$ cat src/include/pov_params.svh
`ifndef POV_PARAMS_SVH
`define POV_PARAMS_SVH

// panel geometry
`define POV_ROWS 16           // leds per radial column
`define POV_SCAN 8            // column pairs per sweep, 2x this many columns

// rotation
`define POV_ANGLE_BITS 10     // angle counter width, one turn = 1024 steps
`define POV_SLOT_BITS 4       // buffer slots, top bits of the angle

// colour
`define POV_RGB_BITS 9        // 3 bits per channel
`define POV_LIT 9'h1FF        // generated shapes are plain white

// column c pairs with column c + POV_SCAN
// slot index = angle[POV_ANGLE_BITS-1 -: POV_SLOT_BITS]
// buffer depth = slots * columns

`endif

$ cat src/rtl/pov_pkg.sv
`include "pov_params.svh"

package pov_pkg;

    typedef logic [`POV_ANGLE_BITS-1:0] angle_t;        // rotation angle
    typedef logic [`POV_SLOT_BITS-1:0] slot_t;          // angular slot of the buffer
    typedef logic [$clog2(`POV_SCAN)-1:0] pair_idx_t;   // 0..7
    typedef logic [$clog2(2*`POV_SCAN)-1:0] col_idx_t;  // 0..15
    typedef logic [`POV_RGB_BITS-1:0] pixel_t;

    // row r of a column sits at index r
    typedef pixel_t [`POV_ROWS-1:0] column_t;

    typedef enum logic [1:0] {
        MODE_CYLINDER = 2'd0,   // outer shell only
        MODE_SPHERE   = 2'd1,   // round silhouette
        MODE_BUFFER   = 2'd2,   // rotational frame buffer
        MODE_BLANK    = 2'd3    // all dark
    } disp_mode_t;

    typedef enum logic [1:0] {
        S_IDLE    = 2'd0,
        S_FETCH   = 2'd1,   // source settles, pair gets registered
        S_PRESENT = 2'd2    // pair on the bus until taken
    } sched_state_t;

    // two columns streamed per step
    typedef struct packed {
        column_t   col_lo;  // column c
        column_t   col_hi;  // column c + 8
        pair_idx_t pair;
    } col_pair_t;

    typedef struct packed {
        slot_t    slot;
        col_idx_t col;
        column_t  data;
    } fb_write_t;

endpackage

$ cat src/rtl/shape_column_gen.sv
`include "pov_params.svh"

module shape_column_gen (
    input  pov_pkg::pair_idx_t  pair,      // pair being fetched
    input  pov_pkg::disp_mode_t mode,      // latched sweep mode
    output pov_pkg::col_pair_t  gen_pair
);

    // offsets are doubled so the panel centre falls on an integer
    localparam int COL_SPAN = 2 * `POV_SCAN - 1;   // 15, dr of the outer column
    localparam int ROW_SPAN = `POV_ROWS - 1;       // 15, dz of the top row
    localparam int R_SQ     = COL_SPAN * COL_SPAN; // 225, silhouette radius squared

    // one full column of generated pixels
    function automatic pov_pkg::column_t shape_col(
        input pov_pkg::col_idx_t   c,
        input pov_pkg::disp_mode_t m
    );
        pov_pkg::column_t col;
        int               dr;
        int               dz;
        col = '0;
        dr  = 2 * int'(c) - COL_SPAN;      // -15..15 across the panel
        for (int r = 0; r < `POV_ROWS; r++) begin
            dz = 2 * r - ROW_SPAN;           // -15 bottom .. 15 top
            case (m)
                pov_pkg::MODE_CYLINDER: begin
                    // outermost columns only, all rows
                    if (dr == COL_SPAN || dr == -COL_SPAN) begin
                        col[r] = `POV_LIT;
                    end
                end
                pov_pkg::MODE_SPHERE: begin
                    if (dr * dr + dz * dz <= R_SQ) begin
                        col[r] = `POV_LIT;   // inside circle
                    end
                end
                default: col[r] = '0;        // buffer and blank come from elsewhere
            endcase
        end
        return col;
    endfunction

    pov_pkg::col_idx_t col_lo_idx;
    pov_pkg::col_idx_t col_hi_idx;

    assign col_lo_idx = {1'b0, pair};   // column c
    assign col_hi_idx = {1'b1, pair};   // column c + 8

    always_comb begin
        gen_pair.col_lo = shape_col(col_lo_idx, mode);
        gen_pair.col_hi = shape_col(col_hi_idx, mode);
        gen_pair.pair   = pair;         // echoed for the consumer
    end

endmodule

$ cat config.mk
export PLATFORM = sky130hd
export DESIGN_NAME = shape_column_gen
export DESIGN_NICKNAME = d
export VERILOG_FILES = /design/src/rtl/pov_pkg.sv /design/src/rtl/shape_column_gen.sv
export VERILOG_INCLUDE_DIRS = /design/src /design/src/include
export SDC_FILE = /design/constraint.sdc
export NUM_CORES = 1
export LEC_CHECK = 0
export BUFFER_PORTS_ARGS = -buffer_cell sky130_fd_sc_hd__buf_4
export CAP_MARGIN = 5
export CORE_MARGIN = 10
export CORE_UTILIZATION = 48
export DETAILED_ROUTE_END_ITERATION = 10
export PLACE_DENSITY = 0.91
export SLEW_MARGIN = 20
export SYNTH_ARGS = -nofsm -noshare
export SYNTH_HDL_FRONTEND = slang
export SYNTH_SLANG_ARGS = --single-unit
$ cat constraint.sdc
create_clock -name vclk -period 9.3
set_clock_uncertainty 0.05 [all_clocks]
set_input_delay 0.465 -clock vclk [all_inputs]
set_output_delay 0.465 -clock vclk [all_outputs]
set_load 0.01 [all_outputs]
==> flow_summary.toml <==
[synth]
yosysWarningCount = 0
synth.top_cell.area_share = 0.483
synth_compound_area_frac = 0.149
synth_cell_types = 64
synth_top_family_by_area = "buffers and inverters"
netlist_area_mm2 = 0.00427
synth-simple-area-share = 0.124
syn_inst = 568
synth_fa_ha_area_frac = 0.140
synth_largest_area_cell = "buf_4"
synth_seq_area_share = 0
synthMuxAreaShare = 0.0102
syn_nets = 615
synth-xor-area-share = 0.0633
syn_avg_cell_area_um2 = 7.52
synthTopCellsByArea = "buf_4, ha_1, xnor2_1, fa_1, o21ai_0"

[die]
die_w_um = 114
core_area_mm2 = 0.00868
die_area_mm2 = 0.0131
initial_utilization = 0.492
num_rows = 34
fp.dieH_um = 114
io_pins = 296

[clock_tree]
cts_setup_buffers = 0
cts_resized = 0
holdBufCountCts = 0

[setup_path]
cp.arrival_ns = 5.47
crit_path_end_kind = "output port"
path_class = "in -> out"
required_ns = 8.79
cp_max_fo = 24
start_kind = "primary input"

[timing]
finalSetupTns_ns = 0
final_max_slew_viol_count = 0
fin_crit_ns = 5.99
relSlewSlack = 0.277
worst_pin_slew_ns = 1.06
rsz0062_at_grt = "no"
period_share = 0.644
max_freq_mhz = 167
setup_violations = 0
hold_viol_final = 0

[global_routing]
grt_util_all_layers = 0.174
use_met3 = 0.0582
grt_pass1_vias = 3349
gr-usage-met2 = 0.328
antenna_found_initial = 0
grt_max_degree = 25
grt-busiest-layer = "met2"
met1_usage = 0.188
grt_pass1_wl_mm = 19.4
grt_overflow = 0

[run]
max_cap_viol_count = 0

[detailed_routing]
drt-vias-per-instance = 4.99
postRouteAntennaNets = 0
drt-initial-drc-count = 257
firstDrtPassIters = 5
vias = 3435
routed_wl_mm = 13.2
wl_per_cell_um = 19.2
drc = 0

[cells_and_area]
final_layout_size_suffix_gt1_frac = 0.569
fillerInstances = 764
antenna_cells = 0
clkbuf_count = 0
regArea_um2 = 0
layout_commonest_cell = "buf_4"
multi_input_area_mm2 = 0.00216
fin_cells = 688
layout_common_cells = "buf_4, ha_1, nand2_1"
final_nets = 629
syn2layout_area_growth_pct = 7.29
seq_cell_count = 0

[place]
dp_hpwl_mm = 11.1
place_inst = 687
gp_congestion = 0.858
io_buffers = 296

[power]
p_leak_nw = 2.47
power.density_mw_per_mm2 = 213
peakVddDrop_v = 0.000108

[run_status]
status = "finished, final reports clean"

[worst_hold_path]
hold_class = "in -> out"
area by class of cell:
type / count / area share
multi-input combinational: 266 / 0.471
tap: 108 / 0.0295
inverter: 17 / 0.0139
timing repair buffer: 297 / 0.486
cell families (layout without fill, tap and decap cells):
logic type,count (synthesis),count (layout)
adders and majority gates,44,44
xor gates and xnor gates,30,30
and+or+nand+nor,97,97
muxes,4,4
buffers and inverters,302,314
AOI/OAI and AO/OA,91,91
critical path, stage by stage:
cell and delay (ns):
buf_4 0.27, ha_1 0.49, inv_1 0.15, ha_1 0.31
xnor2_1 0.26, fa_1 0.52, fa_1 0.51, a21oi_1 0.22
a21oi_2 0.10, o21a_2 0.27, nor2_2 0.41, o2111ai_1 0.19
a2111oi_0 0.75, o311ai_4 0.31, buf_4 0.25
per-stage QoR:
| stage | hold WS [ns] | utilization | instance area (um^2) | total power (W) | setup WS (ns) |
|---|---|---|---|---|---|
| floorplan | 0.972 | - | 4270 | 0.000815 | 3.53 |
| global placement | 1.22 | 0.522 | 4530 | 0.000953 | 3.39 |
| detailed placement | 1.23 | 0.522 | 4530 | 0.000974 | 3.18 |
| CTS | 1.23 | 0.522 | 4530 | 0.000977 | 3.16 |
| global route | 1.24 | 0.528 | 4580 | 0.00105 | 3.00 |
| finish | 1.23 | 0.528 | 4580 | 0.000977 | 3.31 |
layer usage:
layer  wire length, um  part of all wire  vias up
met4               101            0.0077        0
met1              4640              0.35     1555
li1                  -                 -     1644
met2              6960              0.53      224
met3              1470              0.11       12
met5                 0                 0        -
cell usage after synthesis (2+ instances only):
library cell,count
nand2_1,27
a221oi_1,2
o211ai_1,6
fa_1,7
o21ai_0,22
inv_1,17
a2111oi_2,2
ha_1,35
nor2b_1,2
or2_4,2
clkbuf_1,2
or2_2,2
maj3_1,2
nand2b_1,6
a2111oi_0,2
o31ai_1,8
a21oi_2,2
a21o_1,3
xnor2_1,22
o2111ai_1,3
a21oi_1,18
and2_1,2
buf_2,3
a31oi_1,5
xor2_1,7
buf_6,3
o32ai_1,2
nand3_1,9
or3_1,3
nor3b_1,3
buf_1,2
o22a_1,2
buf_4,275
o31a_1,2
and3_1,2
mux2i_1,3
nor3_1,10
nor2_1,17
path summary, 6_finish.rpt:
check / start / to / slack, ns / depth (start not counted)
max: pair[0] / gen_pair[184] / 3.31 / 15
min: pair[2] / gen_pair[2] / 1.23 / 2
power by group:
group	total, W	switching (W)	internal, W
registers	0	0	0
logic	0.000977	0.000542	0.000435
clock network	0	0	0
total	0.000977	0.000542	0.000435
No activity file was read; power rests on OpenSTA's default activity.
