--- config.mk ---
export PLATFORM = sky130hd
export DESIGN_NAME = column_scheduler
export DESIGN_NICKNAME = d
export VERILOG_FILES = /design/src/rtl/pov_pkg.sv /design/src/rtl/column_scheduler.sv
export VERILOG_INCLUDE_DIRS = /design/src /design/src/include
export SDC_FILE = /design/constraint.sdc
export NUM_CORES = 1
export LEC_CHECK = 0
export BUFFER_PORTS_ARGS = -buffer_cell sky130_fd_sc_hd__buf_4
export CORE_AREA = 2 2 350 352
export CTS_CLUSTER_SIZE = 16
export DETAILED_ROUTE_END_ITERATION = 10
export DIE_AREA = 0 0 352 354
export GPL_TIMING_DRIVEN = 0
export PLACE_DENSITY = 0.32
export RECOVER_POWER = 50
export SYNTH_ARGS = -nofsm -noshare
export SYNTH_HDL_FRONTEND = slang
export SYNTH_SLANG_ARGS = --single-unit
--- constraint.sdc ---
create_clock -name clk_in -period 12.6 [get_ports clk_in]
set_input_delay 2.52 -clock clk_in [delete_from_list [all_inputs] [get_ports clk_in]]
set_output_delay 2.52 -clock clk_in [all_outputs]
set_load 0.02 [all_outputs]
--- src/include/pov_params.svh ---
`ifndef POV_PARAMS_SVH
`define POV_PARAMS_SVH

// panel geometry
`define POV_ROWS 16           // leds per radial column
`define POV_SCAN 8            // column pairs per sweep, 2x this many columns

// rotation
`define POV_ANGLE_BITS 10     // angle counter width, one turn = 1024 steps
`define POV_SLOT_BITS 4       // buffer slots, top bits of the angle

// colour
`define POV_RGB_BITS 9        // 3 bits per channel
`define POV_LIT 9'h1FF        // generated shapes are plain white

// column c pairs with column c + POV_SCAN
// slot index = angle[POV_ANGLE_BITS-1 -: POV_SLOT_BITS]
// buffer depth = slots * columns

`endif

--- src/rtl/pov_pkg.sv ---
`include "pov_params.svh"

package pov_pkg;

    typedef logic [`POV_ANGLE_BITS-1:0] angle_t;        // rotation angle
    typedef logic [`POV_SLOT_BITS-1:0] slot_t;          // angular slot of the buffer
    typedef logic [$clog2(`POV_SCAN)-1:0] pair_idx_t;   // 0..7
    typedef logic [$clog2(2*`POV_SCAN)-1:0] col_idx_t;  // 0..15
    typedef logic [`POV_RGB_BITS-1:0] pixel_t;

    // row r of a column sits at index r
    typedef pixel_t [`POV_ROWS-1:0] column_t;

    typedef enum logic [1:0] {
        MODE_CYLINDER = 2'd0,   // outer shell only
        MODE_SPHERE   = 2'd1,   // round silhouette
        MODE_BUFFER   = 2'd2,   // rotational frame buffer
        MODE_BLANK    = 2'd3    // all dark
    } disp_mode_t;

    typedef enum logic [1:0] {
        S_IDLE    = 2'd0,
        S_FETCH   = 2'd1,   // source settles, pair gets registered
        S_PRESENT = 2'd2    // pair on the bus until taken
    } sched_state_t;

    // two columns streamed per step
    typedef struct packed {
        column_t   col_lo;  // column c
        column_t   col_hi;  // column c + 8
        pair_idx_t pair;
    } col_pair_t;

    typedef struct packed {
        slot_t    slot;
        col_idx_t col;
        column_t  data;
    } fb_write_t;

endpackage

--- src/rtl/column_scheduler.sv ---
`include "pov_params.svh"

module column_scheduler (
    input  logic                clk_in,
    input  logic                rst_in,
    input  pov_pkg::angle_t     angle,       // live angle, sampled at sweep start
    input  pov_pkg::disp_mode_t mode,        // requested mode, sampled at sweep start
    input  pov_pkg::col_pair_t  gen_pair,    // combinational shape pair
    input  pov_pkg::col_pair_t  fb_pair,     // buffer pair, 1 cycle behind rd_*
    output pov_pkg::pair_idx_t  rd_pair,
    output pov_pkg::slot_t      rd_slot,
    output pov_pkg::disp_mode_t sweep_mode,  // mode latched for this sweep
    output pov_pkg::col_pair_t  out_pair,
    output logic                out_valid,
    input  logic                out_ready
);

    pov_pkg::sched_state_t state;
    pov_pkg::sched_state_t state_n;
    pov_pkg::pair_idx_t    idx;           // pair being fetched / presented
    pov_pkg::pair_idx_t    idx_n;
    pov_pkg::slot_t        slot_q;        // slot for the whole sweep
    pov_pkg::disp_mode_t   mode_q;
    pov_pkg::slot_t        angle_slot;
    pov_pkg::col_pair_t    src_pair;
    logic                  sweep_start;
    logic                  xfer;

    assign xfer       = out_valid && out_ready;
    assign angle_slot = angle[`POV_ANGLE_BITS-1 -: `POV_SLOT_BITS];  // top bits

    // next state and next index
    always_comb begin
        state_n = state;
        idx_n   = idx;
        case (state)
            pov_pkg::S_IDLE: state_n = pov_pkg::S_FETCH;      // leaves right after reset
            pov_pkg::S_FETCH: state_n = pov_pkg::S_PRESENT;   // single settle cycle
            pov_pkg::S_PRESENT: begin
                if (xfer) begin
                    state_n = pov_pkg::S_FETCH;
                    idx_n   = idx + 1'b1;   // 7 wraps to 0
                end
            end
            default: state_n = pov_pkg::S_IDLE;
        endcase
    end

    // fetch entry at index 0 opens a new sweep
    assign sweep_start = (state_n == pov_pkg::S_FETCH) && (idx_n == '0);

    // read address runs one cycle ahead so fb_pair is ready during S_FETCH
    assign rd_pair    = idx_n;
    assign rd_slot    = sweep_start ? angle_slot : slot_q;
    assign sweep_mode = mode_q;

    // source select on the latched mode
    always_comb begin
        src_pair = gen_pair;        // cylinder, sphere
        case (mode_q)
            pov_pkg::MODE_BUFFER: src_pair = fb_pair;
            pov_pkg::MODE_BLANK: begin
                src_pair      = '0;
                src_pair.pair = idx;    // index still counts
            end
            default: src_pair = gen_pair;
        endcase
    end

    always_ff @(posedge clk_in) begin
        if (rst_in) begin
            state     <= pov_pkg::S_IDLE;
            idx       <= '0;
            out_valid <= 1'b0;
            slot_q    <= '0;
            mode_q    <= pov_pkg::MODE_BLANK;
        end else begin
            state <= state_n;
            idx   <= idx_n;
            if (sweep_start) begin
                slot_q <= angle_slot;
                mode_q <= mode;     // mid-sweep changes wait for index 0
            end
            if (state == pov_pkg::S_FETCH) begin
                out_valid <= 1'b1;
            end else if (xfer) begin
                out_valid <= 1'b0;
            end
        end
    end

    // output pair register, loaded once per pair
    always_ff @(posedge clk_in) begin
        if (state == pov_pkg::S_FETCH) begin
            out_pair <= src_pair;
        end
    end

    // back-pressure holds the pair unchanged
    a_hold_stable: assert property (
        @(posedge clk_in) disable iff (rst_in)
        out_valid && !out_ready |=> out_valid && $stable(out_pair)
    );

    // a transfer is followed by one gap cycle, then the next pair
    a_refill_2cyc: assert property (
        @(posedge clk_in) disable iff (rst_in)
        xfer |=> !out_valid ##1 out_valid
    );

endmodule

==> results_dict.tcl, run 1 <==
set metrics [dict create \
    post-route-util_pct 19.26 \
    row_count 128 \
    first_global_vias 13070 \
    timing.hold.worst.class "reg2reg" \
    regToRegEndpoint "out_pair[182]" \
    period_minus_slack_ns 8.461 \
    clock_tree.root_cell "sky130_fd_sc_hd__clkbuf_16" \
    rr_worst_depth 4 \
    vias 12538 \
    clk_latency_ns 0.59 \
    fmax_ghz 0.1182 \
    regToRegSetupSlack_ns 4.14 \
    netlist-cell-type-count 26 \
    postCtsSetupBuffers 0 \
    yosysWarningCount 0 \
    synth-seq-cells 303 \
    crit_path_max_fanout 51 \
    total_leakage_power_nw 10.45 \
    drc 0 \
    drv_slew 306 \
    post_cts.resized_instances 0 \
    power-per-cell-area_nw_per_um2 138.2 \
    run_status "complete, but fails checks" \
    dpl.hpwl_um 62090 \
    layout-area-overhead-vs-synth_pct 74.73 \
    worst_pin_slew_ns 3.044 \
    routed_via_density 3.223 \
    final_layout_size_suffix_gt1_share_pct 42.33 \
    grt_pass1_wl_um 102600 \
    synthesis.nets 1891 \
    crit_path_start_kind "flop" \
    r2r_start "state[1]" \
    grt_max_degree 52 \
    maxCapViolations 7 \
    report.final.hold_viol_count 0 \
    finalClockSkew_ns 0.02404 \
    stdcell_count 3890 \
    worst-endpoint-arrival_ns 8.59 \
    cts.path.max_buffers 3 \
    finalSetupTns_ns 0 \
    worst_setup_hold_path_clk_slew_ns 0.06 \
    cts_num_sinks 303 \
    core_area_um2 120900 \
    tritoncts_clock_tree "done" \
    crit_path_start "state[1]" \
    dp_cells 3814 \
    vdd_ir_drop_max_mv 0.07199 \
    start_to_end_type_of_the_worst_setup_path "reg2reg" \
    place.port_buffers 890 \
    worst-endpoint-required_ns 12.73 \
    setup_violations 0 \
    grt.total_usage_pct 11.71 \
    synth_async_sr_flop_share_pct 0 \
    antenna_found_initial 8 \
    gp_routability_congestion 0.8145 \
    mapped_cells 1293 \
    routed_wl_um 76180 \
    cts_hold_repair.buffers 0 \
    drtPass1Iterations 5 \
    drt.antenna.violating_nets 0 \
    grt_overflow_total 0 \
    worst_setup_end_kind "flop" \
    syn-mean-instance-area_um2 10.31 \
    tritoncts.num_buffers 43 \
    effective_utilization_at_floorplan_pct 11.02 \
    htree_num_levels 2 \
    drt_iter0_drc 464 \
    number_of_flops_mapped_to_enable_cells_by_yosys 291 \
    die_x_um 352 \
    rsz_0062_raised_after_global_routing "no" \
    drt-wirelength-per-cell_um 19.58 \
    synth-seq-area-share_pct 67.36 \
    final.period_utilization_pct 67.15 \
    critical_path.endpoint "out_pair[182]" \
    worst_slew_margin_rel_pct -102.9 \
    die_height_um 354 \
    top_reg_cell_synth "sky130_fd_sc_hd__edfxtp_1" \
    floorplan.io_pins 898 \
    final_net_count 2832 \
    final.fill_count 13591 \
    hold_path.startpoint "slot_q[0]" \
    violations "capacitance limit, slew limit" \
    mappedNetlistArea_um2 13330 \
    design.die.area_um2 124600 \
]
-- flip-flops by register name, indices dropped and copies added, names as in the netlist --
register	flops
idx	3
out_pair	291
out_valid	1
slot_q	4
state	2
sweep_mode	2
-- layer usage --
metal	routed length [um]	vias to the layer above	part of all wire, %	GRT usage (%)
met3	5942	90	7.8	3.979
met5	0	-	0	0
met1	29950	5835	39	13.47
met2	38100	544	50	20.39
met4	2185	0	2.9	3.579
li1	-	6069	-	-
-- worst min-delay path by stage --
stage          depth (start not counted)   endpoint
2_1_floorplan                          1   state[0]
3_3_place_gp                           2  slot_q[2]
3_5_place_dp                           2  slot_q[2]
4_1_cts                                2  slot_q[0]
5_1_grt                                2  slot_q[3]
6_report                               2  slot_q[0]
-- stage by stage --
step	cell area (um^2)	setup slack [ns]	total power [mW]	hold WS (ns)
2_1_floorplan	13330	6.349	1.649	0.4377
3_3_place_gp	22040	5.491	2.152	0.4627
3_5_place_dp	22200	6.002	2.136	0.4663
4_1_cts	23450	6.002	3.327	0.4754
5_1_grt	23290	3.113	3.388	0.5021
6_report	23290	4.139	3.219	0.4731
-- power breakdown --
group          switching (mW)  internal [mW]  total, mW  leakage [nW]
sequential             0.0389           1.27       1.31          2.91
combinational           0.468          0.303      0.771          6.93
clock                   0.484          0.656       1.14         0.605
-- area by class of cell --
cell class | instances | area (um^2) | share of cell area, %
well taps | 1625 | 2033 | 8.730
multi-input cells | 631 | 2962 | 12.72
flip-flops and latches | 303 | 8979 | 38.55
plain buffers | 69 | 277.8 | 1.193
diodes | 2 | 5.005 | 0.02149
clock buffers | 65 | 1211 | 5.200
repair buffers | 896 | 6696 | 28.75
inverters | 290 | 1089 | 4.674
clock inverters | 9 | 37.54 | 0.1612
-- critical path, stage by stage, from the launching register on --
cell and delay, ns:
sky130_fd_sc_hd__dfxtp_1 0.36, sky130_fd_sc_hd__and2b_1 1.47, sky130_fd_sc_hd__clkbuf_1 1.95, sky130_fd_sc_hd__clkbuf_1 1.85, sky130_fd_sc_hd__clkbuf_1 2.20
-- layout by cell type (no fill, tap or decap) --
master	n
sky130_fd_sc_hd__a211oi_1	1
sky130_fd_sc_hd__a21oi_1	5
sky130_fd_sc_hd__and2b_1	1
sky130_fd_sc_hd__and2b_2	1
sky130_fd_sc_hd__and4b_2	1
sky130_fd_sc_hd__buf_2	8
sky130_fd_sc_hd__buf_4	857
sky130_fd_sc_hd__buf_6	1
sky130_fd_sc_hd__clkbuf_1	86
sky130_fd_sc_hd__clkbuf_16	45
sky130_fd_sc_hd__clkbuf_2	1
sky130_fd_sc_hd__clkbuf_4	31
sky130_fd_sc_hd__clkbuf_8	1
sky130_fd_sc_hd__clkinv_1	6
sky130_fd_sc_hd__clkinv_2	3
sky130_fd_sc_hd__dfxtp_1	12
sky130_fd_sc_hd__diode_2	2
sky130_fd_sc_hd__edfxtp_1	291
sky130_fd_sc_hd__ha_1	1
sky130_fd_sc_hd__inv_1	290
sky130_fd_sc_hd__mux2_2	1
sky130_fd_sc_hd__mux2_4	4
sky130_fd_sc_hd__mux2i_1	9
sky130_fd_sc_hd__nand2_1	289
sky130_fd_sc_hd__nand2b_1	8
sky130_fd_sc_hd__nand4b_4	1
sky130_fd_sc_hd__nor2_1	11
sky130_fd_sc_hd__nor2b_1	4
sky130_fd_sc_hd__nor3_1	1
sky130_fd_sc_hd__nor4b_2	1
sky130_fd_sc_hd__o21ai_0	225
sky130_fd_sc_hd__o21ai_1	64
sky130_fd_sc_hd__o21bai_2	1
sky130_fd_sc_hd__xnor2_2	1
sky130_fd_sc_hd__xor2_1	1
-- kinds of logic (layout without fill, tap and decap cells) --
group | count (synthesis) | after routing | share of synthesized area [%]
AO/OA/AOI/OAI | 296 | 296 | 11.18
AND/OR/NAND/NOR | 318 | 318 | 9.556
adder cells (fa/ha/maj) | 1 | 1 | 0.09386
multiplexers | 14 | 14 | 1.211
other | 0 | 2 | 0
buffers and inverters | 359 | 1329 | 10.41
flip-flops | 303 | 303 | 67.36
XOR/XNOR | 2 | 2 | 0.1878
-- cell usage after synthesis, drive strengths merged, types with 2 or more instances --
cell | count | area [um^2]
nor2 | 11 | 41.29
mux2 | 5 | 71.32
a21oi | 5 | 25.02
buf | 27 | 141.4
clkbuf | 42 | 157.7
nand2b | 8 | 50.05
nor2b | 4 | 25.02
mux2i | 9 | 90.09
inv | 290 | 1089
dfxtp | 12 | 240.2
edfxtp | 291 | 8738
nand2 | 289 | 1085
and2b | 2 | 17.52
o21ai | 289 | 1446
Note: power is estimated with default switching activity, not from simulation.
==> run 2, diff against run 1 <==
Settings changed: CORE_AREA 2 2 350 352 to 2 2 345 347, DIE_AREA 0 0 352 354 to 0 0 347 349.
Clock period 12.6 ns to 8.4 ns, I/O delays scaled along.
==> run 2 against run 1 <==
  * Sequential cell count unchanged
  * Power increased by 50%
  * Largest power group unchanged
  * Sequential share of layout area increased by 0.068 points
  * Worst hold slack got worse by 0.00090 ns
  * Non-clock buffer count increased by 1
  * Die area decreased by 2.8%
  * Sequential power increased by 49%
  * Highest routed layer is now met5
  * Fmax increased by 43%
  * Register-to-register slack got worse by 1.6 ns
  * Global-route usage about the same
  * Count of clock-buffer cells in the layout decreased by 4
  * Via count increased by 2.5%
  * The run still ends with capacitance limit, slew limit left
==> results_dict.tcl, run 2 (synthesis gave the netlist of run 1 again) <==
set metrics [dict create \
    run_status "complete, but fails checks" \
    violations "capacitance limit, slew limit" \
    hold_depth 2 \
    maxCapViolations 3 \
    worst-endpoint-required_ns 8.52 \
    clock_tree.root_cell "sky130_fd_sc_hd__clkbuf_16" \
    final.period_utilization_pct 70.25 \
    place.port_buffers 890 \
    effective_utilization_at_floorplan_pct 11.35 \
    power-per-cell-area_nw_per_um2 208.1 \
    grt_max_degree 58 \
    top_reg_by_flops "out_pair" \
    dp_worst_setup_slack_ns 3.474 \
    gp_routability_congestion 0.9366 \
    grt_pass1_wl_um 100400 \
    floorplan.io_pins 898 \
    vias 12847 \
    routed_via_density 3.377 \
    tritoncts_clock_tree "done" \
    layout-area-overhead-vs-synth_pct 74.42 \
    most-common-layout-cells "sky130_fd_sc_hd__buf_4 (890), sky130_fd_sc_hd__edfxtp_1 (291), sky130_fd_sc_hd__inv_1 (290), sky130_fd_sc_hd__nand2_1 (289), sky130_fd_sc_hd__o21ai_0 (215)" \
    mostFrequentLayoutCell "sky130_fd_sc_hd__buf_4" \
    total_leakage_power_nw 10.46 \
    clk_latency_ns 0.58 \
    rsz_0062_raised_after_global_routing "no" \
    report.final.hold_viol_count 0 \
    die_x_um 347 \
    grt.total_usage_pct 11.68 \
    drtPass1Iterations 5 \
    dpl.hpwl_um 61140 \
    first_global_vias 13825 \
    finalSetupTns_ns 0 \
    row_count 126 \
    worst_slew_margin_rel_pct -113.6 \
    drc 0 \
    fmax_ghz 0.1695 \
    setup_violations 0 \
    vdd_ir_drop_max_mv 0.09922 \
    worst_pin_slew_ns 3.204 \
    final_layout_size_suffix_gt1_share_pct 42.42 \
    drv_slew 134 \
    start_to_end_type_of_the_worst_setup_path "reg2reg" \
    post_cts.resized_instances 0 \
    core_area_um2 117500 \
    period_minus_slack_ns 5.901 \
    antenna_found_initial 16 \
    crit_path_max_fanout 57 \
    cts.path.max_buffers 3 \
    drt-wirelength-per-cell_um 19.57 \
    drt_iter0_drc 652 \
    cts_hold_repair.buffers 0 \
    drt.antenna.violating_nets 0 \
    finalClockSkew_ns 0.01960 \
    design.die.area_um2 121100 \
    final_critical_path_setup_slack_ns 2.499 \
    max_ffs_per_register 291 \
    postCtsSetupBuffers 0 \
    routed_wl_um 74460 \
    die_height_um 349 \
    final.fill_count 13100 \
    cts_num_sinks 303 \
    tritoncts.num_buffers 42 \
    worst-endpoint-arrival_ns 6.03 \
    timing.hold.worst.class "reg2reg" \
    final_net_count 2832 \
    worst_setup_hold_path_clk_slew_ns 0.06 \
    worst_setup_end_kind "flop" \
    rr_worst_depth 4 \
    htree_num_levels 2 \
    layout_top_registers "out_pair (291), slot_q (4), idx (3)" \
    grt_overflow_total 0 \
    crit_path_start_kind "flop" \
]
run 2: cell count changes in the layout (fill, tap and decap cells not counted), moves of 3 or more:
cell | before | now
sky130_fd_sc_hd__buf_16 | 0 | 3
sky130_fd_sc_hd__o21ai_0 | 225 | 215
sky130_fd_sc_hd__clkbuf_4 | 31 | 0
sky130_fd_sc_hd__clkbuf_1 | 86 | 81
sky130_fd_sc_hd__o21ai_1 | 64 | 74
sky130_fd_sc_hd__buf_4 | 857 | 890
sky130_fd_sc_hd__diode_2 | 2 | 5
run 2: area by class of cell:
cell class	instances	area (um^2)	share of cell area, %
diodes	5	12.51	0.05382
plain buffers	69	269.0	1.157
clock buffers	61	1186	5.102
clock inverters	12	80.08	0.3444
inverters	290	1089	4.682
multi-input cells	631	2933	12.62
flip-flops and latches	303	8979	38.62
well taps	1536	1922	8.267
repair buffers	897	6779	29.16
run 2: path summary, 6_finish.rpt:
check                 start             to  slack, ns
setup / recovery   state[1]  out_pair[198]       2.50
hold / removal    slot_q[0]      slot_q[0]       0.47
setup reg to reg   state[1]  out_pair[198]       2.50
hold reg to reg   slot_q[0]      slot_q[0]       0.47
run 2: metrics by stage:
step	cell area (um^2)	power (mW)	util [%]	hold slack (ns)	instances
floorplan	13330	2.474	-	0.4377	1293
CTS	23360	4.977	19.89	0.4757	3799
finish	23250	4.838	19.79	0.4722	3804
detailed placement	22100	3.199	18.82	0.4685	3726
global route	23240	5.091	19.79	0.5007	3801
global placement	21930	3.212	18.67	0.4583	3719
run 2: power breakdown:
group / internal (mW) / leakage [nW] / switching (mW) / total (mW)
logic: 0.466 / 6.94 / 0.707 / 1.17
clock network: 1.00 / 0.613 / 0.711 / 1.71
registers: 1.90 / 2.91 / 0.0549 / 1.95
total: 3.36 / 10.5 / 1.47 / 4.84
run 2: layer usage:
metal  part of all wire, %  GRT usage (%)
met2                    51          20.74
met3                   9.0          4.247
met5                 0.026              0
met1                    38          13.00
met4                   2.6          3.443
run 2: worst max-delay path, stage by stage (launching register included):
cell	delay [ns]
sky130_fd_sc_hd__dfxtp_1	0.35
sky130_fd_sc_hd__and2b_1	0.31
sky130_fd_sc_hd__clkbuf_1	2.28
sky130_fd_sc_hd__buf_16	0.31
sky130_fd_sc_hd__clkbuf_1	2.03
